[config.mk]
export PLATFORM = sky130hd
export DESIGN_NAME = cpu_request_port
export DESIGN_NICKNAME = d
export VERILOG_FILES = /design/src/design/cache_pkg.sv /design/src/design/cpu_request_port.sv
export VERILOG_INCLUDE_DIRS = /design/src /design/src/design
export SDC_FILE = /design/constraint.sdc
export NUM_CORES = 1
export LEC_CHECK = 0
export ABC_AREA = 1
export BUFFER_PORTS_ARGS = -buffer_cell sky130_fd_sc_hd__buf_4
export CAP_MARGIN = 20
export CELL_PAD_IN_SITES_DETAIL_PLACEMENT = 0
export CELL_PAD_IN_SITES_GLOBAL_PLACEMENT = 2
export CORE_MARGIN = 2
export CORE_UTILIZATION = 26
export DETAILED_ROUTE_END_ITERATION = 7
export GPL_ROUTABILITY_DRIVEN = 0
export PLACE_DENSITY = 0.8
export SYNTH_ARGS = -nofsm -noshare
export SYNTH_HDL_FRONTEND = slang
export SYNTH_SLANG_ARGS = --single-unit
[constraint.sdc]
create_clock -name dump_cache -period 4.14 [get_ports dump_cache]
set_clock_uncertainty 0.15 [all_clocks]
set_input_delay 0.414 -clock dump_cache [delete_from_list [all_inputs] [get_ports dump_cache]]
set_output_delay 0.414 -clock dump_cache [all_outputs]
set_load 0.005 [all_outputs]
[src/design/cache_config.svh]
`ifndef CACHE_CONFIG_SVH
`define CACHE_CONFIG_SVH

// cache geometry, two ways of thirty-two sets
`define CACHE_WAYS 2
`define CACHE_SETS 32

// the byte address splits into tag, set index and line offset
`define TAG_BITS 10
`define SET_BITS 5
`define OFFSET_BITS 4

// one line is sixteen bytes
`define LINE_BYTES 16

// bus widths on the CPU and memory sides
`define CPU_DATA_BITS 32
`define MEM_DATA_BITS 16

// a line moves as eight memory beats
`define LINE_BEATS 8

`endif

[src/design/cache_pkg.sv]
`default_nettype none

`include "cache_config.svh"

package cache_pkg;

    typedef logic [`TAG_BITS-1:0] tag_t;
    typedef logic [`SET_BITS-1:0] set_idx_t;
    typedef logic [`OFFSET_BITS-1:0] offset_t;
    typedef logic [`TAG_BITS+`SET_BITS-1:0] line_addr_t;
    typedef logic [`TAG_BITS+`SET_BITS+`OFFSET_BITS-1:0] cpu_addr_t;
    typedef logic [`CPU_DATA_BITS-1:0] cpu_word_t;
    typedef logic [`MEM_DATA_BITS-1:0] mem_beat_t;
    typedef logic [`LINE_BYTES*8-1:0] line_data_t;

    // CPU command codes, zero is left unused
    typedef enum logic [2:0] {
        read8 = 3'd1, read16 = 3'd2, read32 = 3'd3, invalidate = 3'd4,
        write8 = 3'd5, write16 = 3'd6, write32 = 3'd7
    } cpu_op_t;

    typedef enum logic [1:0] {
        nop = 2'd0, read_line = 2'd2, write_line = 2'd3
    } mem_cmd_t;

    typedef struct packed {
        cpu_op_t op;
        cpu_addr_t addr;
        cpu_word_t wdata;
    } cpu_request_t;

    typedef struct packed {
        logic valid;
        logic dirty;
        tag_t tag;
    } line_meta_t;

    typedef enum logic [2:0] {
        idle, lookup, write_back, fill, access, invalidate_write_back
    } ctrl_state_t;

endpackage

`default_nettype wire

[src/design/cpu_request_port.sv]
`default_nettype none

module cpu_request_port (
    input  logic                    dump_cache,
    input  logic                    reset,
    input  logic                    cmd_valid,
    input  cache_pkg::cpu_request_t cmd,
    input  logic                    done,
    output logic                    pending,
    output cache_pkg::cpu_request_t request
);
    import cache_pkg::*;

    // pending rises the cycle after an accepted strobe and falls after done
    always_ff @(posedge dump_cache) begin
        if (reset) begin
            pending <= 1'b0;
        end else if (done) begin
            pending <= 1'b0;
        end else if (cmd_valid) begin
            pending <= 1'b1;
        end
    end

    // a strobe that lands on a pending request is ignored
    always_ff @(posedge dump_cache) begin
        if (cmd_valid && !pending) begin
            request <= cmd;
        end
    end

    // the CPU waits for resp_valid before the next command
    assert property (@(posedge dump_cache) disable iff (reset)
        cmd_valid |-> !pending);

    // halfword accesses sit on even addresses
    assert property (@(posedge dump_cache) disable iff (reset)
        cmd_valid && (cmd.op inside {read16, write16}) |-> cmd.addr[0] == 1'b0);

    // word accesses sit on multiples of four
    assert property (@(posedge dump_cache) disable iff (reset)
        cmd_valid && (cmd.op inside {read32, write32}) |-> cmd.addr[1:0] == 2'b00);

endmodule

`default_nettype wire

==> results by group <==
Final layout
  • Finished layout cell area: ~0.0027 mm^2
  • Synthesis-to-finish area growth: 63.1%
  • Commonest non-fill, non-tap cell in the layout: buf_4
  • Commonest non-fill, non-tap cells in the layout: buf_4, edfxtp_1, clkbuf_8, inv_1, nor2_1
  • Final core occ: 43.3%
  • Cell Count, Final, Fillers Out: 260
  • Final net count: 240
  • Ant diodes: 0
  • Layout cells sized above 1: around two thirds

Routing
  • DRC Markers: 0
  • Vias/cell: ~4
  • Final ANT Viol Nets: 0
  • 1st-pass router iterations: 3
  • Wire per inst: between 10 and 15 um
  • Final wirelength: 3450 um
  • Vias: between 1000 and 1500
  • Initial drt markers: 34

GRT
  • Pin count of the biggest net entering global routing: 33
  • GR Util All Layers: about a tenth
  • Grt ovf: 0
  • Antenna violations before repair: 0
  • First-pass GRT wire length: between 5000 and 6000 um
  • Number of global-route vias before repair: about 1100

Critical path
  • R2r setup slk: about 2.3 ns
  • Worst setup EP type: flop
  • Critical Path AT: around 1.7 ns
  • Worst setup path class: reg -> reg
  • Startpoint Class: flop
  • Worst reg2reg path startpoint: pending$_SDFFE_PP0P_
  • FF-to-FF path depth: 2
  • Worst Path Required: around 4.0 ns
  • Worst reg2reg endpoint: request[25]$_DFFE_PP_
  • CP Max Fanout: 32

Pwr
  • Maximum vdd drop: roughly 0.17 mV
  • Pwr Density: between 300 and 400 mW/mm^2
  • Final Power: 1.07 mW
  • P_leak: between 1 and 1.5 nW

Clocking
  • CTS Hold Buffers Added: 0
  • CTS tree: done
  • CTS HTree Levels: 2
  • Bufs on Longest Clock Path: 2
  • Clk slew on worst S/H paths: 0.09 ns
  • Clock sinks: between 50 and 60
  • Postcts setup bufs: 0
  • Post-CTS resize count: 0
  • Root buf cell: clkbuf_8
  • Clk_lat worst skew: 0.29 ns
  • Num CTS Buffers: 5

STA
  • Slew at the pin with the worst max-slew slack: 0.612 ns
  • Slew Viols, Final: 0
  • Hold Violations, Final: 0
  • Final Critical Period: 1.84 ns
  • Fmax: 0.544 GHz
  • Unrepaired setup endpoints after global routing: no
  • Period utilization: between 40% and 50%
  • Max-slew headroom: about three fifths
  • Final setup vio count: 0
  • Setup TNS: 0 ns

Worst hold path
  • Cells on Worst Hold Path: 1
  • Hold endpoint: request[26]$_DFFE_PP_
  • Hold Crit Start: cmd[26]
  • HP Class: in -> reg

Synthesis
  • Yosys warns: 0
  • Net Count, Synth: 120
  • Post-synth cell types: 5
  • Mapped Cells: 62
  • Yosys reg bits: 55
  • Yosys top cell area share: a little over nine tenths
  • Largest cells by area after synthesis: edfxtp_1, dfxtp_1, inv_1
  • Post-synthesis sequential area ratio: between 90% and 100%
  • Cell taking the most area after synthesis: edfxtp_1
  • Syn Area/Cell: about 27 um^2
  • Mapped cell area: 0.00167 mm^2

Die
  • CORE AREA: 0.00628 mm^2
  • Die ar.: ~0.0071 mm^2
  • Die width: 84.1 um
  • Die span in y: about 84 um
  • Initial Util: 26.6%
  • I/O pins: approximately 110
  • Site Rows: 29

Place
  • Placed cell area: approximately 0.0026 mm^2
  • Placed Instances: 252
  • I/O Buffers: roughly 110

Run status
  • Run status: completed

Run
  • Max Cap Viol: 0
[per-layer routing]
| metal | vias up | part of all wire, % | track usage [%] |
|---|---|---|---|
| li1 | 478 | - | - |
| met1 | 477 | 39 | 11.6 |
| met2 | 69 | 47 | 14.8 |
| met3 | 5 | 12 | 5.64 |
| met4 | 0 | 0.99 | 2.64 |
| met5 | - | 0 | 0 |
[Yosys cell counts]
cell / count
nor2_1: 3
nand2_1: 1
edfxtp_1: 54
dfxtp_1: 1
inv_1: 3
[sequential cells by signal, indices dropped and copies added, names as in the netlist]
| signal | count |
|---|---|
| request | 54 |
| pending | 1 |
[how the worst max path moves through the flow]
stage | endpoint | startpoint | cells past startpoint
2_1_floorplan | request[0]$_DFFE_PP_ | cmd_valid | 2
3_3_place_gp | request[52]$_DFFE_PP_ | cmd_valid | 4
3_5_place_dp | request[25]$_DFFE_PP_ | cmd_valid | 4
4_1_cts | request[25]$_DFFE_PP_ | pending$_SDFFE_PP0P_ | 2
5_1_grt | request[25]$_DFFE_PP_ | pending$_SDFFE_PP0P_ | 2
6_report | request[25]$_DFFE_PP_ | pending$_SDFFE_PP0P_ | 2
[where the power goes]
group / switching (mW) / leakage, nW / internal, mW
logic: 0.0361 / 0.570 / 0.0693
clock network: 0.153 / 0.0515 / 0.153
registers: 0.00914 / 0.531 / 0.650
[final cells by class]
type                    instances  area, um^2
clock buffers                   8         100
fillers                       563        3560
inverters                       3        11.3
multi-input cells               4        22.5
flip-flops and latches         55        1640
well taps                      77        96.3
repair buffers                113         848
[worst max-delay path: stages (launching register included)]
cell	delay, ns
dfxtp_1	0.35
nor2_4	0.51
buf_4	0.47
[logic make-up (layout without fill, tap and decap cells)]
kind of cell / Yosys count / after routing / share of synthesized area (%)
buffers and inverters: 3 / 124 / 0.675
flip-flops: 55 / 55 / 98.4
AND/OR/NAND/NOR: 4 / 4 / 0.900
[metrics by stage]
step	hold WS (ns)	setup slack [ns]
after detailed placement	0.377	2.07
final	0.136	2.30
after floorplan	0.344	0.802
after global placement	0.369	2.10
after global routing	0.113	2.17
after CTS	0.125	2.25
Power figures use the tool's default switching activity.
