==> config.mk <==
export PLATFORM = sky130hd
export DESIGN_NAME = cache_controller
export DESIGN_NICKNAME = d
export VERILOG_FILES = /design/src/design/cache_pkg.sv /design/src/design/cache_controller.sv
export VERILOG_INCLUDE_DIRS = /design/src /design/src/design
export SDC_FILE = /design/constraint.sdc
export NUM_CORES = 1
export LEC_CHECK = 0
export BUFFER_PORTS_ARGS = -buffer_cell sky130_fd_sc_hd__buf_2
export CAP_MARGIN = 25
export CORE_AREA = 2 2 316 318
export CTS_BUF_LIST = sky130_fd_sc_hd__clkbuf_2
export CTS_CLUSTER_SIZE = 14
export DETAILED_ROUTE_END_ITERATION = 10
export DIE_AREA = 0 0 318 320
export SLEW_MARGIN = 20
export SYNTH_ARGS = -nofsm -noshare
export SYNTH_HDL_FRONTEND = slang
export SYNTH_SLANG_ARGS = --single-unit
==> constraint.sdc <==
create_clock -name dump_cache -period 3.75 [get_ports dump_cache]
set_input_delay 0 -clock dump_cache [delete_from_list [all_inputs] [get_ports dump_cache]]
set_output_delay 0 -clock dump_cache [all_outputs]
set_load 0.02 [all_outputs]
==> src/design/cache_config.svh <==
`ifndef CACHE_CONFIG_SVH
`define CACHE_CONFIG_SVH

// cache geometry, two ways of thirty-two sets
`define CACHE_WAYS 2
`define CACHE_SETS 32

// the byte address splits into tag, set index and line offset
`define TAG_BITS 10
`define SET_BITS 5
`define OFFSET_BITS 4

// one line is sixteen bytes
`define LINE_BYTES 16

// bus widths on the CPU and memory sides
`define CPU_DATA_BITS 32
`define MEM_DATA_BITS 16

// a line moves as eight memory beats
`define LINE_BEATS 8

`endif

==> src/design/cache_pkg.sv <==
`default_nettype none

`include "cache_config.svh"

package cache_pkg;

    typedef logic [`TAG_BITS-1:0] tag_t;
    typedef logic [`SET_BITS-1:0] set_idx_t;
    typedef logic [`OFFSET_BITS-1:0] offset_t;
    typedef logic [`TAG_BITS+`SET_BITS-1:0] line_addr_t;
    typedef logic [`TAG_BITS+`SET_BITS+`OFFSET_BITS-1:0] cpu_addr_t;
    typedef logic [`CPU_DATA_BITS-1:0] cpu_word_t;
    typedef logic [`MEM_DATA_BITS-1:0] mem_beat_t;
    typedef logic [`LINE_BYTES*8-1:0] line_data_t;

    // CPU command codes, zero is left unused
    typedef enum logic [2:0] {
        read8 = 3'd1, read16 = 3'd2, read32 = 3'd3, invalidate = 3'd4,
        write8 = 3'd5, write16 = 3'd6, write32 = 3'd7
    } cpu_op_t;

    typedef enum logic [1:0] {
        nop = 2'd0, read_line = 2'd2, write_line = 2'd3
    } mem_cmd_t;

    typedef struct packed {
        cpu_op_t op;
        cpu_addr_t addr;
        cpu_word_t wdata;
    } cpu_request_t;

    typedef struct packed {
        logic valid;
        logic dirty;
        tag_t tag;
    } line_meta_t;

    typedef enum logic [2:0] {
        idle, lookup, write_back, fill, access, invalidate_write_back
    } ctrl_state_t;

endpackage

`default_nettype wire

==> src/design/cache_controller.sv <==
`default_nettype none

`include "cache_config.svh"

module cache_controller (
    input  logic                   dump_cache,
    input  logic                   reset,
    input  logic                   pending,
    input  cache_pkg::cpu_request_t request,
    output logic                   done,
    output cache_pkg::cpu_word_t   rdata,
    output cache_pkg::set_idx_t    set_idx,
    input  cache_pkg::line_meta_t  meta [`CACHE_WAYS],
    input  cache_pkg::line_data_t  lines [`CACHE_WAYS],
    input  logic                   lru,
    output logic                   meta_we,
    output logic                   meta_way,
    output cache_pkg::line_meta_t  meta_in,
    output logic                   data_we,
    output logic [`LINE_BYTES-1:0] byte_en,
    output cache_pkg::line_data_t  data_in,
    output logic                   fill_we,
    output logic                   lru_we,
    output logic                   lru_in,
    output logic                   mem_start,
    output cache_pkg::mem_cmd_t    mem_op,
    output cache_pkg::line_addr_t  mem_line_addr,
    output cache_pkg::line_data_t  mem_line,
    input  logic                   mem_finished,
    input  cache_pkg::line_data_t  fill_line
);
    import cache_pkg::*;

    ctrl_state_t state, next_state;
    tag_t req_tag;
    set_idx_t req_set;
    offset_t req_off;
    logic hit0, hit1, hit, victim, way_q, cur_way, access_now;
    logic is_read, is_write, is_inval;
    logic [`LINE_BYTES-1:0] size_mask;
    line_meta_t cur_meta;
    line_data_t shifted;
    cpu_word_t word_mask;

    assign {req_tag, req_set, req_off} = request.addr;
    assign set_idx = req_set;
    assign hit0 = meta[0].valid && (meta[0].tag == req_tag);
    assign hit1 = meta[1].valid && (meta[1].tag == req_tag);
    assign hit = hit0 || hit1;
    // lru names the recently used way, so the other one is replaced
    assign victim = ~lru;
    assign cur_way = (state == lookup) ? (hit ? hit1 : victim) : way_q;
    assign cur_meta = meta[cur_way];
    assign is_read = request.op inside {read8, read16, read32};
    assign is_write = request.op inside {write8, write16, write32};
    assign is_inval = (request.op == invalidate);

    always_comb begin
        case (request.op)
            read8, write8: size_mask = `LINE_BYTES'(4'h1);
            read16, write16: size_mask = `LINE_BYTES'(4'h3);
            read32, write32: size_mask = `LINE_BYTES'(4'hf);
            default: size_mask = '0;
        endcase
    end

    assign byte_en = size_mask << req_off;
    assign data_in = (state == fill) ? fill_line
                                     : line_data_t'(request.wdata) << {req_off, 3'b000};
    assign mem_line = lines[cur_way];

    // the addressed bytes are moved down to bit zero and the rest cleared
    assign shifted = lines[cur_way] >> {req_off, 3'b000};
    assign word_mask = {{8{size_mask[3]}}, {8{size_mask[2]}}, {8{size_mask[1]}}, {8{size_mask[0]}}};
    assign rdata = (done && is_read) ? (shifted[`CPU_DATA_BITS-1:0] & word_mask) : '0;

    assign access_now = (state == access) || (state == lookup && hit && !is_inval);

    always_comb begin
        next_state = state;
        done = 1'b0;
        meta_we = 1'b0;
        meta_way = cur_way;
        meta_in = '{valid: 1'b1, dirty: 1'b0, tag: req_tag};
        data_we = 1'b0;
        fill_we = 1'b0;
        lru_we = 1'b0;
        lru_in = cur_way;
        mem_start = 1'b0;
        mem_op = nop;
        mem_line_addr = {req_tag, req_set};
        case (state)
            idle: begin
                if (pending) begin
                    next_state = lookup;
                end
            end
            lookup: begin
                if (is_inval) begin
                    if (!hit) begin
                        done = 1'b1;
                        next_state = idle;
                    end else if (cur_meta.dirty) begin
                        mem_start = 1'b1;
                        mem_op = write_line;
                        next_state = invalidate_write_back;
                    end else begin
                        meta_we = 1'b1;
                        meta_in = '{valid: 1'b0, dirty: 1'b0, tag: req_tag};
                        lru_we = 1'b1;
                        lru_in = ~cur_way;
                        done = 1'b1;
                        next_state = idle;
                    end
                end else if (hit) begin
                    next_state = idle;
                end else if (cur_meta.valid && cur_meta.dirty) begin
                    mem_start = 1'b1;
                    mem_op = write_line;
                    mem_line_addr = {cur_meta.tag, req_set};
                    next_state = write_back;
                end else begin
                    mem_start = 1'b1;
                    mem_op = read_line;
                    next_state = fill;
                end
            end
            write_back: begin
                if (mem_finished) begin
                    mem_start = 1'b1;
                    mem_op = read_line;
                    next_state = fill;
                end
            end
            fill: begin
                // the new line goes in clean and the access follows next cycle
                if (mem_finished) begin
                    fill_we = 1'b1;
                    meta_we = 1'b1;
                    next_state = access;
                end
            end
            access: begin
                next_state = idle;
            end
            invalidate_write_back: begin
                if (mem_finished) begin
                    meta_we = 1'b1;
                    meta_in = '{valid: 1'b0, dirty: 1'b0, tag: req_tag};
                    lru_we = 1'b1;
                    lru_in = ~way_q;
                    done = 1'b1;
                    next_state = idle;
                end
            end
            default: next_state = idle;
        endcase
        if (access_now) begin
            done = 1'b1;
            lru_we = 1'b1;
            if (is_write) begin
                data_we = 1'b1;
                meta_we = 1'b1;
                meta_in = '{valid: 1'b1, dirty: 1'b1, tag: req_tag};
            end
        end
    end

    always_ff @(posedge dump_cache) begin
        if (reset) begin
            state <= idle;
        end else begin
            state <= next_state;
        end
    end

    // the way chosen at lookup stays in use until the request ends
    always_ff @(posedge dump_cache) begin
        if (state == lookup) begin
            way_q <= cur_way;
        end
    end

    // every response answers a request held by the CPU port
    assert property (@(posedge dump_cache) disable iff (reset) done |-> pending);

endmodule

`default_nettype wire

==> results.toml <==
[outcome]
outcome = "complete, no violations"

[finish]
post-route-util_pct = 15.0
finalInstanceArea_sq_um = 14700
syn_to_final_growth_pct = 62.2
nets = 2457
nFillCells = 11400
layout-drive-gt1-share_pct = 52.5

[floorplan]
dieWidth_microns = 318
die_area_sq_um = 102000
die_h_microns = 320
initial_utilization_pct = 9.24
io_pins = 813
rows = 115
core-area_sq_um = 98000

[critical_path]
worst-path-max-fanout = 18
worstPathCellList = "nor3b_4, buf_4, o22ai_4, inv_8, buf_4, buf_4, mux4_2, a221oi_1, o221ai_1, buf_12"
cp_slowest_cell = "mux4_2"
critPathKind = "register to output port"
required_ps = 3750
endpoint_kind = "output port"
cp_top_family = "buffers and inverters"
startpoint_type = "register"
worstPathArrival_ps = 3590
cpPeakStageDelay_ps = 540
crit_buf_inv = 5
cpMostUsedCell = "buf_4"

[synthesis]
seq_area_frac_synth_pct = 0.995
ys_warn_count = 0
ys_dominant_reg_cell = "dfxtp_1"
synth_cells = 1258
syn-num-nets = 1725
synth_edf_count = 1
yosysUniqueCellTypes = 69
syn_area_sq_um = 9050
async_flop_share_pct = 0
syn_area_per_cell_sq_um = 7.20
ys_seq_elements = 4

[clock_tree]
cts_tree = "built"
cts-buffers-inserted = 3
clock_latency_ps = 230
cts-root-buf = "clkbuf_2"
clock-sinks = 4
clockBufferDepth = 2
clkTransAtPathRegs_ps = 40
htreeDepth = 1

[routing]
wl_microns = 93100
dr.pass1.iters = 5
routedWlPerCell_microns = 28.3
via_count = 14100
drcViolationCount = 0
viasPerCell = 4.29
postRouteAntennaNets = 0
drt_iter0_markers = 1165

[grt]
grt_max_degree = 99
first_global_vias = 13600
grt_use_total_pct = 17.1
antenna_found_initial = 35
grt_pass1_wl_microns = 120000
grt_overflow = 0

[sta]
post-route-period-util_pct = 95.7
slew_headroom_pct = 22.2
clock_skew_ps = 16.9
finalMaxSlewViolations = 0
fin_tns_setup_ps = 0
fmax_mhz = 279
period_minus_slack_ps = 3590
rsz0062_at_grt = "false"
fin_hold_ws_ps = 0.00788
hold_viol_final = 0
finalSetupViolations = 0
worstMarginPinSlew_ps = 1160

[placement]
gp_congestion = 1.00
port_buffers = 797
dpl.hpwl_microns = 81900
post_dp_cell_area_sq_um = 14600

[power]
irDropWorstVdd_mv = 0.107
power.density_nw_per_um2 = 236
p_leak_nw = 7.16

[flow_run]
maxCapViolCount = 0

[min_path]
worst_hold_path_type = "primary input to output port"
## layout make-up
| class | instances | area (sq um) | area share, % |
|---|---|---|---|
| Inverter | 48 | 190 | 1.30 |
| Antenna cell | 12 | 30.0 | 0.205 |
| Sequential cell | 4 | 90.1 | 0.614 |
| Multi-Input combinational cell | 1071 | 8140 | 55.4 |
| Clock buffer | 4 | 20.0 | 0.136 |
| Timing Repair Buffer | 862 | 4610 | 31.4 |
| Tap cell | 1287 | 1610 | 11.0 |
## metrics by stage
stage	std cells	setup WS, ps	power [mW]
2_1_floorplan	1258	486	2.06
3_3_place_gp	3269	-191	3.40
3_5_place_dp	3270	-16.6	3.40
6_report	3288	162	3.47
5_1_grt	3285	44.5	3.65
4_1_cts	3275	31.0	3.47
## cell usage in the layout, fill, tap and decap left out, drive strengths merged, types with 5 or more instances in the layout
master	count
a2111oi	7
a211o	8
a211oi	7
a21oi	34
a221oi	15
a22o	43
a22oi	23
a2bb2oi	7
a31oi	15
and2	7
and3	5
buf	861
diode	12
inv	46
mux2	91
mux2i	118
mux4	63
nand2	285
nand2b	5
nand3	7
nor2	94
nor2b	7
nor3	6
o211ai	9
o21a	6
o21ai	83
o221a	6
o221ai	22
o22ai	31
xnor2	20
## flip-flops by register name (all words and copies together) (netlist names)
register  count
state         3
way_q         1
## Yosys cell counts, drive strengths merged, types with 3 or more instances
| master | number | area, sq um |
|---|---|---|
| and3 | 5 | 31.3 |
| a221o | 4 | 40.0 |
| nand2 | 285 | 1070 |
| a311oi | 3 | 26.3 |
| dfxtp | 3 | 60.1 |
| a31oi | 15 | 93.8 |
| mux2i | 118 | 1180 |
| nand4 | 4 | 25.0 |
| mux4 | 63 | 1430 |
| o21ai | 83 | 415 |
| xnor2 | 20 | 175 |
| nand3 | 7 | 35.0 |
| mux2 | 91 | 1050 |
| a21oi | 34 | 170 |
| a22o | 43 | 377 |
| nand2b | 5 | 31.3 |
| nor2b | 7 | 43.8 |
| nor2 | 94 | 353 |
| o221ai | 22 | 193 |
| o211ai | 9 | 67.6 |
| a2bb2oi | 7 | 61.3 |
| a211o | 8 | 70.1 |
| a211oi | 7 | 52.6 |
| nor3 | 6 | 30.0 |
| clkbuf | 69 | 259 |
| o22ai | 31 | 208 |
| o221a | 6 | 67.6 |
| o2111a | 4 | 45.0 |
| o21a | 6 | 45.0 |
| inv | 48 | 185 |
| a2111oi | 7 | 70.1 |
| a221oi | 15 | 131 |
| and2 | 7 | 43.8 |
| or4 | 4 | 30.0 |
| a22oi | 23 | 173 |
| buf | 66 | 424 |
## power by group
part / leakage [nW] / switching, mW / internal, mW
Combinational: 7.11 / 2.10 / 1.25
Sequential: 0.0338 / 0.00983 / 0.0500
Clock: 0.0167 / 0.0224 / 0.0282
## cells by family after synthesis
family	share of synthesized area (%)
xor gates and xnor gates	1.93
and+or+nand+nor	19.9
AOI/OAI and AO/OA	27.1
buffers and inverters	9.59
DFF	0.995
muxes	40.5
## path summary, 6_finish.rpt
check / startpoint / endpoint / slack, ps / cells after the start
setup / recovery: state[0] / rdata[13] / 160 / 10
hold / removal: request[37] / mem_line_addr[1] / 0.008 / 0
setup reg to reg: state[0] / state[0] / 1370 / 8
hold reg to reg: state[0] / state[2] / 580 / 2
## layer usage
| layer | global-route usage [%] | wire length [microns] |
|---|---|---|
| met1 | 20.4 | 37200 |
| met2 | 29.9 | 44700 |
| met3 | 3.33 | 6460 |
| met4 | 7.35 | 4660 |
| met5 | 0 | 100 |
## repair_timing
| item | CTS | global route |
|---|---|---|
| endpoints found under the setup margin | 2 | 4 |
| resized for setup | 2 | 0 |
| pin swaps | 0 | 0 |
| endpoints found under the hold margin | 2 | 0 |
| hold buffers | 1 | 0 |
| setup buffers | 0 | 1 |
(Power assumes the default switching activity.)
