===== src/design/cache_config.svh =====
`ifndef CACHE_CONFIG_SVH
`define CACHE_CONFIG_SVH

// cache geometry, two ways of thirty-two sets
`define CACHE_WAYS 2
`define CACHE_SETS 32

// the byte address splits into tag, set index and line offset
`define TAG_BITS 10
`define SET_BITS 5
`define OFFSET_BITS 4

// one line is sixteen bytes
`define LINE_BYTES 16

// bus widths on the CPU and memory sides
`define CPU_DATA_BITS 32
`define MEM_DATA_BITS 16

// a line moves as eight memory beats
`define LINE_BEATS 8

`endif


===== src/design/cache_pkg.sv =====
`default_nettype none

`include "cache_config.svh"

package cache_pkg;

    typedef logic [`TAG_BITS-1:0] tag_t;
    typedef logic [`SET_BITS-1:0] set_idx_t;
    typedef logic [`OFFSET_BITS-1:0] offset_t;
    typedef logic [`TAG_BITS+`SET_BITS-1:0] line_addr_t;
    typedef logic [`TAG_BITS+`SET_BITS+`OFFSET_BITS-1:0] cpu_addr_t;
    typedef logic [`CPU_DATA_BITS-1:0] cpu_word_t;
    typedef logic [`MEM_DATA_BITS-1:0] mem_beat_t;
    typedef logic [`LINE_BYTES*8-1:0] line_data_t;

    // CPU command codes, zero is left unused
    typedef enum logic [2:0] {
        read8 = 3'd1, read16 = 3'd2, read32 = 3'd3, invalidate = 3'd4,
        write8 = 3'd5, write16 = 3'd6, write32 = 3'd7
    } cpu_op_t;

    typedef enum logic [1:0] {
        nop = 2'd0, read_line = 2'd2, write_line = 2'd3
    } mem_cmd_t;

    typedef struct packed {
        cpu_op_t op;
        cpu_addr_t addr;
        cpu_word_t wdata;
    } cpu_request_t;

    typedef struct packed {
        logic valid;
        logic dirty;
        tag_t tag;
    } line_meta_t;

    typedef enum logic [2:0] {
        idle, lookup, write_back, fill, access, invalidate_write_back
    } ctrl_state_t;

endpackage

`default_nettype wire


===== src/design/memory_line_port.sv =====
`default_nettype none

`include "cache_config.svh"

module memory_line_port (
    input  logic                  dump_cache,
    input  logic                  reset,
    input  logic                  mem_start,
    input  cache_pkg::mem_cmd_t   mem_op,
    input  cache_pkg::line_addr_t mem_line_addr,
    input  cache_pkg::line_data_t mem_line,
    output logic                  mem_finished,
    output cache_pkg::line_data_t fill_line,
    output cache_pkg::mem_cmd_t   mem_cmd,
    output cache_pkg::line_addr_t mem_addr,
    output cache_pkg::mem_beat_t  mem_wdata,
    input  logic                  mem_resp,
    input  cache_pkg::mem_beat_t  mem_rdata
);
    import cache_pkg::*;

    localparam int beat_w = $clog2(`LINE_BEATS);
    localparam logic [beat_w-1:0] last_beat = beat_w'(`LINE_BEATS - 1);

    mem_cmd_t cur_op;
    line_data_t line_q;
    logic [beat_w-1:0] beat_q;
    // sending covers the write beats, waiting lasts until the memory has answered
    logic sending, waiting;
    logic fill_beat;

    assign fill_beat = waiting && !sending && mem_resp && (cur_op == read_line);
    assign mem_wdata = sending ? line_q[beat_q*`MEM_DATA_BITS +: `MEM_DATA_BITS] : '0;

    always_ff @(posedge dump_cache) begin
        if (reset) begin
            mem_cmd <= nop;
            cur_op <= nop;
            beat_q <= '0;
            sending <= 1'b0;
            waiting <= 1'b0;
            mem_finished <= 1'b0;
        end else begin
            mem_cmd <= nop;
            mem_finished <= 1'b0;
            if (mem_start) begin
                mem_cmd <= mem_op;
                cur_op <= mem_op;
                beat_q <= '0;
                sending <= (mem_op == write_line);
                waiting <= (mem_op != nop);
            end else if (sending) begin
                beat_q <= beat_q + 1'b1;
                if (beat_q == last_beat) begin
                    sending <= 1'b0;
                end
            end else if (fill_beat) begin
                beat_q <= beat_q + 1'b1;
                if (beat_q == last_beat) begin
                    waiting <= 1'b0;
                    mem_finished <= 1'b1;
                end
            end else if (waiting && mem_resp) begin
                // a single pulse acknowledges the whole written line
                waiting <= 1'b0;
                mem_finished <= 1'b1;
            end
        end
    end

    always_ff @(posedge dump_cache) begin
        if (mem_start) begin
            line_q <= mem_line;
            mem_addr <= mem_line_addr;
        end
        if (fill_beat) begin
            fill_line[beat_q*`MEM_DATA_BITS +: `MEM_DATA_BITS] <= mem_rdata;
        end
    end

    // the memory only answers a command that is outstanding and fully sent
    assert property (@(posedge dump_cache) disable iff (reset)
        mem_resp |-> waiting && !sending);

endmodule

`default_nettype wire


===== config.mk =====
export PLATFORM = sky130hd
export DESIGN_NAME = memory_line_port
export DESIGN_NICKNAME = d
export VERILOG_FILES = /design/src/design/cache_pkg.sv /design/src/design/memory_line_port.sv
export VERILOG_INCLUDE_DIRS = /design/src /design/src/design
export SDC_FILE = /design/constraint.sdc
export NUM_CORES = 1
export LEC_CHECK = 0
export ABC_AREA = 1
export BUFFER_PORTS_ARGS = -buffer_cell sky130_fd_sc_hd__buf_2
export CORE_MARGIN = 2
export CORE_UTILIZATION = 27
export DETAILED_ROUTE_END_ITERATION = 10
export MAX_ROUTING_LAYER = met4
export SETUP_SLACK_MARGIN = 0.2
export SYNTH_ARGS = -nofsm -noshare
export SYNTH_HDL_FRONTEND = slang
export SYNTH_SLANG_ARGS = --single-unit

===== constraint.sdc =====
create_clock -name dump_cache -period 4.47 [get_ports dump_cache]
set_input_delay 0.447 -clock dump_cache [delete_from_list [all_inputs] [get_ports dump_cache]]
set_output_delay 0.447 -clock dump_cache [all_outputs]
set_load 0.01 [all_outputs]

==> metrics.cfg, run 1 <==
[sta]
fmax_mhz = 296
min_period_over_period_pct = 75.5
worst_pin_slew_ns = 1.28
setup_viol = 0
fin_crit_ns = 3.37
fin_setup_tns_ns = 0
grt_setup_unrepaired = no
drv_slew = 0
fin_skew_ns = 0.0121
setup_ws_ns = 1.10
relSlewSlack_pct = 14.1
hold_viol_final = 0

[placement]
dp_hpwl_um = 22600
dp_slack_ns = 1.05
finalWeightedCongestion = 0.832
port_buffers = 326

[clock_network]
ctsHoldBuffers = 0
cts_setup_buffers = 0
cts_sinks = 281
htreeDepth = 1
cts_max_path_buffers = 3
cts_resized = 0
clk_transition_reported_paths_ns = 0.06
clock-root-buffer = clkbuf_16
cts_tree = yes
numCtsBuffers = 30
clock_latency_ns = 0.57

[worst_setup_path]
critical_path_buf_inv_count = 3
end_kind = flip-flop
crit_slowest_cell = nor3_2
cp_common_cell = ha_1
crit_path_start_kind = flip-flop
critical_path_peak_fanout = 35
cp.arrival_ns = 3.55
cpPeakStageDelay_ns = 0.97
cp_top_family = simple AND/OR/NAND/NOR gates
cp.required_ns = 4.64
cp_cell_sequence = inv_4 > ha_1 > ha_1 > buf_4 > clkinv_1 > nand2_2 > nor3_2
worstSetupPathType = reg2reg

[drt]
dr.pass1.iters = 5
wl_per_cell_um = 16.5
routed_wl_um = 31200
num_vias = 8107
dr.first_iter.drc_count = 438
vias_per_cell = 4.27
ant_nets = 0
drcViolationCount = 0

[floorplanning]
die_x_um = 210
die_area_sq_um = 44100
rows = 75
initial_core_util_pct = 27.4
die_y_um = 210
core_area_sq_um = 41900
num_io_pins = 327

[global_routing]
grt_pass1_vias = 8003
overflow = 0
track_usage_pct = 14.3
grt_start_max_net_pins = 116
grt_pass1_wl_um = 46200
antenna_found_initial = 0

[synthesis]
synth-seq-cells = 281
synth_top_area_share_pct = 71.1
synth_warnings = 0
synth_nets = 1182
synth.cell_area_sq_um = 11400
synth.area.top_cells = edfxtp_1 71%, nand2_1 6.8%, nor2_1 5.7%
syn_avg_cell_area_sq_um = 11.3
synth-seq-area-share_pct = 72.8
synth_area_leader_cell = edfxtp_1
synthCells = 1010
ys_types = 27

[outcome]
outcome = finished clean

[power]
internal_power_mw = 4.44
p_switching_mw = 1.28
power_per_cell_area_nw_per_um2 = 393
finalPower_mw = 5.73
p_seq_share_pct = 52.9
power_switching_share_pct = 22.4
clkPwrFrac_pct = 40.9
p_leak_nw = 6.65
p_comb_share_pct = 6.3
vdd_drop_max_uv = 294

[job]
cap_violations = 0

[final_layout]
final_common_cell = buf_2
fin_nets = 1506
antenna_cells = 0
fillers = 4176
syn2layout_area_growth_pct = 27.3
mostFrequentLayoutCells = 325 x buf_2, 271 x edfxtp_1, 207 x nand2_1, 172 x nor2_1, 156 x inv_1
drive_gt1_share_pct = 29.7
final_util_pct = 34.8

[hold_path]
hold_class = in2reg

==> stage by stage <==
step                cells  hold WS [ns]  cell area (sq um)
CTS                  1897        0.0132              14600
global placement     1841         0.451              13700
global route         1897        0.0162              14600
finish               1897        0.0478              14600
detailed placement   1841         0.459              13700
floorplan            1010         0.429              11400
==> cell usage after synthesis (all sizes together) <==
library cell,instances
a21oi,1
buf,38
clkbuf,8
clkinv,2
dfxtp,10
edfxtp,271
ha,7
inv,159
nand2,210
nand3,115
nand3b,2
nor2,175
nor3,7
o21ai,3
o31ai,1
or2,1
==> kinds of logic (layout without fill, tap and decap cells) <==
logic type	Yosys count	in the layout	synth area share [%]
buffers and inverters	207	555	7.53
flip-flops	281	281	72.8
AND/OR/NAND/NOR	510	510	18.6
AO/OA/AOI/OAI	5	5	0.240
adder cells (fa/ha/maj)	7	7	0.765
==> worst register-to-register path, delay by kind of cell (launching register included) <==
| kind | cells | cell delay (ns) |
|---|---|---|
| AND/OR/NAND/NOR | 2 | 1.30 |
| flip-flops | 1 | 0.33 |
| adder cells (fa/ha/maj) | 2 | 0.50 |
| buffers and inverters | 3 | 0.84 |
==> flip-flops by register name, summed over array words and instances, names as in the netlist <==
signal and flops:
fill_line 128, line_q 128, mem_addr 15, beat_q 3
cur_op 2, mem_cmd 2, mem_finished 1, sending 1
waiting 1
==> area by class of cell <==
class	instances	area [sq um]	area share (%)
inverter	161	607	4.16
timing repair buffer	338	1740	11.9
multi-input combinational	522	2290	15.7
clock inverter	19	126	0.867
clock buffer	37	798	5.48
sequential	281	8340	57.2
tap	539	674	4.63
==> routing by layer <==
metal	global-route usage [%]	wire [um]
met5	-	0
met4	4.40	908
met1	17.2	12900
met3	3.89	2850
met2	23.3	14600
==> worst paths after layout <==
path | startpoint | endpoint | slack [ns] | depth (start not counted)
min | mem_line[40] | line_q[40] | 0.05 | 1
min reg2reg | cur_op[0] | cur_op[0] | 0.47 | 2
max reg2reg | beat_q[1] | fill_line[85] | 1.10 | 7
max | beat_q[1] | fill_line[85] | 1.10 | 7
==> power by group through the flow <==
| stage | registers, mW | clock network, mW | logic [mW] |
|---|---|---|---|
| 2_1_floorplan | 3.08 | 0 | 0.168 |
| 3_3_place_gp | 3.08 | 0 | 0.364 |
| 3_5_place_dp | 3.08 | 0 | 0.367 |
| 4_1_cts | 3.03 | 2.39 | 0.369 |
| 5_1_grt | 3.04 | 2.50 | 0.406 |
| 6_report | 3.03 | 2.34 | 0.361 |
No activity file was read; power rests on OpenSTA's default activity.
==> run 2, diff against run 1 <==
ABC_AREA = 0   (was 1)
clock period = 3.3 ns   (was 4.47 ns; I/O delays follow)
==> run 2 against run 1 <==
- sequential share of layout area down 2.7 points
- register-to-register slack worse by 0.49 ns
- synthesized area down 7.1%
- die area down 7.0%
- non-clock buffer count up 148
- core utilization up 4.6 points
- critical path type is now reg2out
- largest cell class unchanged
==> metrics.cfg, run 2 <==
[global_routing]
grt_start_max_net_pins = 69  ; -41%
overflow = 0  ; unchanged
antenna_found_initial = 3  ; +3
track_usage_pct = 14.9  ; +0.65 points
grt_pass1_wl_um = 44500  ; -3.7%
grt_pass1_vias = 7345  ; -8.2%

[worst_setup_path]
reg2reg_to = fill_line[26]
critical_path_peak_fanout = 30  ; -14%
worstSetupPathType = reg2out
r2r_slack_ns = 0.61  ; -0.49 ns
cp.required_ns = 2.97  ; -1.67 ns
end_kind = primary output
r2r.worst_path.cells = 6  ; -1
cp.arrival_ns = 2.49  ; -1.06 ns
crit_path_start_kind = flip-flop
reg2reg_from = beat_q[0]

[drt]
drcViolationCount = 0  ; unchanged
wl_per_cell_um = 18.7  ; +14%
num_vias = 7000  ; -14%
routed_wl_um = 30400  ; -2.6%
dr.pass1.iters = 5  ; unchanged
dr.first_iter.drc_count = 341  ; -22%
ant_nets = 0  ; unchanged
vias_per_cell = 4.31  ; +0.74%

[final_layout]
final_common_cell = buf_2
design_area_sq_um = 15300  ; +4.8%
fillers = 3541  ; -15%
regArea_sq_um = 8340  ; about the same
fin_nets = 1257  ; -17%
final-instance-count-excl-fill = 1626  ; -14%
largestRegisters = fill_line: 128 flops, line_q: 128 flops, mem_addr: 15 flops
drive_gt1_share_pct = 38.7  ; +9.0 points
mostFrequentLayoutCells = 325 x buf_2, 271 x edfxtp_1, 143 x dlygate4sd3_1, 68 x and2_1, 68 x nor2_1
syn2layout_area_growth_pct = 43.7
multiInputGateArea_sq_um = 2150  ; -6.1%

[hold_path]
min_to = cur_op[1]
holdCritStartpoint = reset
hold_class = in2reg
min_path_cells = 2  ; +1

[clock_network]
clk_transition_reported_paths_ns = 0.06  ; about the same
cts_max_path_buffers = 3  ; unchanged
cts_tree = yes
cts_sinks = 281  ; unchanged
htreeDepth = 1  ; unchanged
clock_latency_ns = 0.55  ; -0.02 ns
numCtsBuffers = 29  ; -3.3%
clock-root-buffer = clkbuf_16

[synthesis]
synth.cell_area_sq_um = 10600  ; -7.1%
synth_edf_count = 271  ; unchanged
synth_nets = 769  ; -35%
synthCells = 597  ; -41%
synthTopCellsByCount = 271 x edfxtp_1, 68 x and2_1, 68 x nor2_1
synth-seq-area-share_pct = 78.4  ; +5.6 points
synth_top_area_share_pct = 76.5  ; +5.4 points
syn_avg_cell_area_sq_um = 17.8  ; +57%
ys_types = 37  ; +37%
synth_warnings = 0  ; unchanged
synth.area.top_cells = edfxtp_1 77%, mux4_2 6.8%, and2_1 4.0%
synthFlopType = edfxtp_1
yosysMostFrequentCell = edfxtp_1
synth-seq-cells = 281  ; unchanged
synth_area_leader_cell = edfxtp_1
synth-async-reset-ratio_pct = 0  ; unchanged

[floorplanning]
initial_core_util_pct = 27.5  ; +0.10 points
rows = 72  ; -4.0%
die_x_um = 202  ; -3.5%
die_y_um = 202  ; -3.5%
core_area_sq_um = 38700  ; -7.4%
num_io_pins = 327  ; unchanged
die_area_sq_um = 41000  ; -7.0%

[sta]
fmax_mhz = 355
setup_viol = 0  ; unchanged
relSlewSlack_pct = 41.2  ; +27 points
worst_pin_slew_ns = 0.881  ; -0.403 ns
min_period_over_period_pct = 85.4
hold_viol_final = 0  ; unchanged
fin_setup_tns_ns = 0  ; unchanged
fin_skew_ns = 0.0145  ; +0.00240 ns
fin_crit_ns = 2.82
drv_slew = 0  ; unchanged
grt_setup_unrepaired = no

[job]
cap_violations = 0  ; unchanged

[placement]
finalWeightedCongestion = 0.811  ; -2.5%
dp_cells = 1429  ; -22%
dp_hpwl_um = 20100  ; -11%
placed_area_sq_um = 12900  ; -5.3%
port_buffers = 326  ; unchanged

[power]
power_per_cell_area_nw_per_um2 = 507  ; +29%
p_leak_nw = 5.95  ; -11%
vdd_drop_max_uv = 417  ; +42%

[outcome]
outcome = finished clean

## run 2: repair_timing
action | CTS | global route
gates resized for setup | 1 | 0
hold endpoints to repair | 143 | 0
setup endpoints to repair | 2 | 0
hold buffers | 143 | 0
buffers inserted | 0 | 0
## run 2: how the worst max path moves through the flow
stage | startpoint | to | slack, ns | depth (start not counted)
after floorplan | beat_q[2] | fill_line[64] | 0.22 | 7
after global placement | beat_q[0] | fill_line[27] | 0.64 | 6
after detailed placement | beat_q[0] | fill_line[20] | 0.63 | 6
after CTS | beat_q[0] | mem_wdata[0] | 0.32 | 5
after global routing | beat_q[0] | mem_wdata[15] | 0.27 | 5
final | beat_q[0] | mem_wdata[0] | 0.48 | 5
## run 2: power breakdown
part           switching, mW  leakage [nW]  internal [mW]
registers             0.0507          2.77           4.05
clock network           1.35         0.451           1.84
logic                  0.191          2.72          0.272
total                   1.59          5.95           6.16
## run 2: logic make-up (layout without fill, tap and decap cells)
logic type	after synthesis	count (layout)	synth area share, %
AND/OR/NAND/NOR	217	217	10.6
AO/OA/AOI/OAI	25	25	1.62
adder cells (fa/ha/maj)	7	7	0.823
flip-flops	281	281	78.4
other	0	2	0
buffers and inverters	33	542	1.56
multiplexers	34	34	6.96
## run 2: per-layer routing
metal  routed length [um]  track usage (%)  part of all wire (%)  up-vias
met4                  794             4.04                   2.6        0
met3                 2550             3.55                   8.4       51
met5                    0                -                     0        -
li1                     -                -                     -     3207
met2                15100             25.9                    50      405
met1                12000             17.3                    39     3337
## run 2: per-stage QoR
step | hold WS [ns] | total power, mW | util, % | worst slack, ns
after global routing | 0.0194 | 8.02 | 39.5 | 0.267
final | 0.0404 | 7.76 | 39.5 | 0.483
after detailed placement | 0.492 | 4.50 | 33.4 | 0.633
after global placement | 0.491 | 4.49 | 33.4 | 0.639
after floorplan | 0.399 | 4.27 | - | 0.222
after CTS | 0.00334 | 7.82 | 39.4 | 0.322
## run 2: layout make-up
cell class	instances	share of cell area [%]
Multi-Input combinational cell	283	14.0
Inverter	4	0.0982
Clock buffer	32	4.82
Timing Repair Buffer	486	21.0
Sequential cell	281	54.6
Clock inverter	20	1.15
Tap cell	518	4.24
Antenna cell	2	0.0327
## run 2: critical path, stage by stage, from the launching register on
cell and delay [ns]:
dfxtp_4 0.51, buf_6 0.44, mux4_2 0.60, nand2_1 0.11
a21boi_0 0.11, buf_2 0.16
==> run 3, diff against run 2 <==
--- a/config.mk
+++ b/config.mk
@@ -11,4 +11,6 @@
 export CORE_MARGIN = 2
 export CORE_UTILIZATION = 27
+export CTS_BUF_LIST = sky130_fd_sc_hd__clkbuf_8
+export CTS_CLUSTER_DIAMETER = 200
 export DETAILED_ROUTE_END_ITERATION = 10
 export MAX_ROUTING_LAYER = met4
==> constraint.sdc (replaced) <==
create_clock -name dump_cache -period 3.3 [get_ports dump_cache]
set_input_delay 0.33 -clock dump_cache [delete_from_list [all_inputs] [get_ports dump_cache]]
set_output_delay 0.33 -clock dump_cache [all_outputs]
set_load 0.02 [all_outputs]
==> run 3 against run 2 <==
- non-clock buffer count increased by 5
- total power is 2.1% lower
- worst setup slack worse by 0.017 ns
- clock-buffer cell count rose by 17
- sequential share of layout area shrank 0.11 points
- combinational power rose by 4%
- critical path depth unchanged
- register-to-register slack better by 0.05 ns
- routed wire length down 1.0%
- first-iteration DRC count is 13% higher
- global-route usage is 0.071 points higher
- flip-flop and latch count unchanged
- critical endpoint is now mem_wdata[6]
- largest cell class unchanged
- largest power group unchanged
==> metrics.cfg, run 3 (synthesis gave the netlist of run 2 again) <==
[outcome]
outcome = finished clean

[sta]
worst_pin_slew_ns = 0.830  ; -0.0505 ns
hold_viol_final = 0  ; unchanged
grt_setup_unrepaired = no
relSlewSlack_pct = 44.7  ; +3.5 points
fmax_mhz = 353  ; -0.60%
fin_skew_ns = 0.0170  ; +0.00249 ns
fin_crit_ns = 2.83  ; +0.0171 ns
setup_ws_ns = 0.466  ; -0.0171 ns
drv_slew = 0  ; unchanged
fin_setup_tns_ns = 0  ; unchanged
setup_viol = 0  ; unchanged
min_period_over_period_pct = 85.9  ; +0.52 points

[hold_path]
hold_class = in2reg

[worst_setup_path]
cp.arrival_ns = 2.50  ; about the same
cpPeakStageDelay_ns = 0.56  ; -0.04 ns
cp_cell_sequence = buf_6 > mux4_2 > nand2_1 > a21boi_0 > buf_2
critical_path_peak_fanout = 30  ; unchanged
critical_path_buf_inv_count = 2  ; unchanged
crit_path_start_kind = flip-flop
worstSetupPathType = reg2out
crit_slowest_cell = mux4_2
end_kind = primary output
cp.required_ns = 2.97  ; about the same
cp_top_family = buffers and inverters

[power]
finalPower_mw = 7.59  ; -2.1%
vdd_drop_max_uv = 357  ; -14%
p_switching_mw = 1.65  ; +3.5%
p_leak_nw = 6.03  ; +1.4%
internal_power_mw = 5.94  ; -3.6%
clkPwrFrac_pct = 39.7  ; -1.4 points
power_switching_share_pct = 21.7  ; +1.2 points
power_per_cell_area_nw_per_um2 = 496  ; -2.3%
p_comb_share_pct = 6.3  ; +0.3 points
p_seq_share_pct = 54.0  ; +1.1 points

[clock_network]
htreeDepth = 2  ; +1
clock_latency_ns = 0.59  ; +0.04 ns
cts_sinks = 281  ; unchanged
clk_transition_reported_paths_ns = 0.06  ; about the same
cts_setup_buffers = 0  ; unchanged
cts_tree = yes
numCtsBuffers = 47  ; +62%
clock-root-buffer = clkbuf_8
cts_max_path_buffers = 3  ; unchanged

[drt]
vias_per_cell = 4.25  ; -1.4%
num_vias = 7058  ; +0.83%
wl_per_cell_um = 18.1  ; -3.2%
ant_nets = 0  ; unchanged
routed_wl_um = 30100  ; -1.0%
drcViolationCount = 0  ; unchanged
dr.pass1.iters = 5  ; unchanged
dr.first_iter.drc_count = 385  ; +13%

[floorplanning]
rows = 72  ; unchanged
die_y_um = 202  ; unchanged
num_io_pins = 327  ; unchanged
die_x_um = 202  ; unchanged
core_area_sq_um = 38700  ; unchanged
initial_core_util_pct = 27.5  ; unchanged
die_area_sq_um = 41000  ; unchanged

[job]
cap_violations = 0  ; unchanged

[final_layout]
fillers = 3544  ; +0.085%
syn2layout_area_growth_pct = 44.0
regArea_sq_um = 8340  ; unchanged
multiInputGateArea_sq_um = 2150  ; unchanged
antenna_cells = 0  ; -2
final_common_cell = buf_2
mostFrequentLayoutCells = 325 x buf_2, 271 x edfxtp_1, 147 x dlygate4sd3_1, 68 x and2_1, 68 x nor2_1
largestRegisters = fill_line: 128 flops, line_q: 128 flops, mem_addr: 15 flops
fin_nets = 1280  ; +1.8%
drive_gt1_share_pct = 39.2  ; +0.55 points

[global_routing]
antenna_found_initial = 0  ; -3
grt_pass1_vias = 7538  ; +2.6%
track_usage_pct = 15.0  ; +0.071 points
grt_pass1_wl_um = 44400  ; -0.11%
overflow = 0  ; unchanged
grt_start_max_net_pins = 90  ; +30%

[placement]
finalWeightedCongestion = 0.806  ; -0.69%
dp_hpwl_um = 19700  ; -1.5%
dp_slack_ns = 0.614  ; -0.0190 ns
port_buffers = 326  ; unchanged

run 3: worst register-to-register path, cell delays in order, from the launching register on:
cell	delay (ns)
dfxtp_4	0.50
inv_1	0.11
ha_1	0.23
ha_1	0.53
nor4b_1	0.50
and2_1	0.20
buf_4	0.26
run 3: path summary, 6_finish.rpt:
path              depth (start not counted)            end  slack (ns)      start
setup / recovery                          5   mem_wdata[6]        0.47  beat_q[0]
hold / removal                            3      cur_op[0]        0.06  mem_op[0]
setup reg to reg                          6  fill_line[17]        0.66  beat_q[0]
hold reg to reg                           2   mem_finished        0.50    waiting
run 3: final cells by class:
class,count,share of cell area (%)
clock buffers,49,4.40
clock inverters,36,1.48
inverters,4,0.0980
multi-input cells,283,14.0
flip-flops and latches,281,54.5
well taps,518,4.23
repair buffers,491,21.3
run 3: through the flow:
step / utilization, % / instance area, sq um / cells / hold slack, ns
after floorplan: - / 10600 / 597 / 0.399
after global placement: 33.4 / 12900 / 1430 / 0.493
after detailed placement: 33.4 / 12900 / 1430 / 0.504
after CTS: 39.5 / 15300 / 1662 / 0.00694
after global routing: 39.5 / 15300 / 1662 / 0.0250
final: 39.5 / 15300 / 1662 / 0.0587
run 3: power groups by stage:
stage / combinational [mW] / sequential, mW / clock [mW]
finish: 0.480 / 4.10 / 3.01
CTS: 0.477 / 4.10 / 3.10
floorplan: 0.116 / 4.18 / 0
global placement: 0.336 / 4.17 / 0
detailed placement: 0.342 / 4.17 / 0
global route: 0.516 / 4.11 / 3.25
run 3: per-layer routing:
metal / part of all wire [%] / up-vias / global-route usage, %
met4: 1.8 / 0 / 4.82
met2: 50 / 386 / 25.3
li1: - / 3258 / -
met3: 8.1 / 45 / 3.76
met5: 0 / - / -
met1: 40 / 3369 / 17.6
run 3: repair_timing:
item / in CTS / in global routing
hold buffers: 147 / 0
resized for setup: 1 / 0
setup endpoints to repair: 3 / 0
endpoints found under the hold margin: 150 / 0
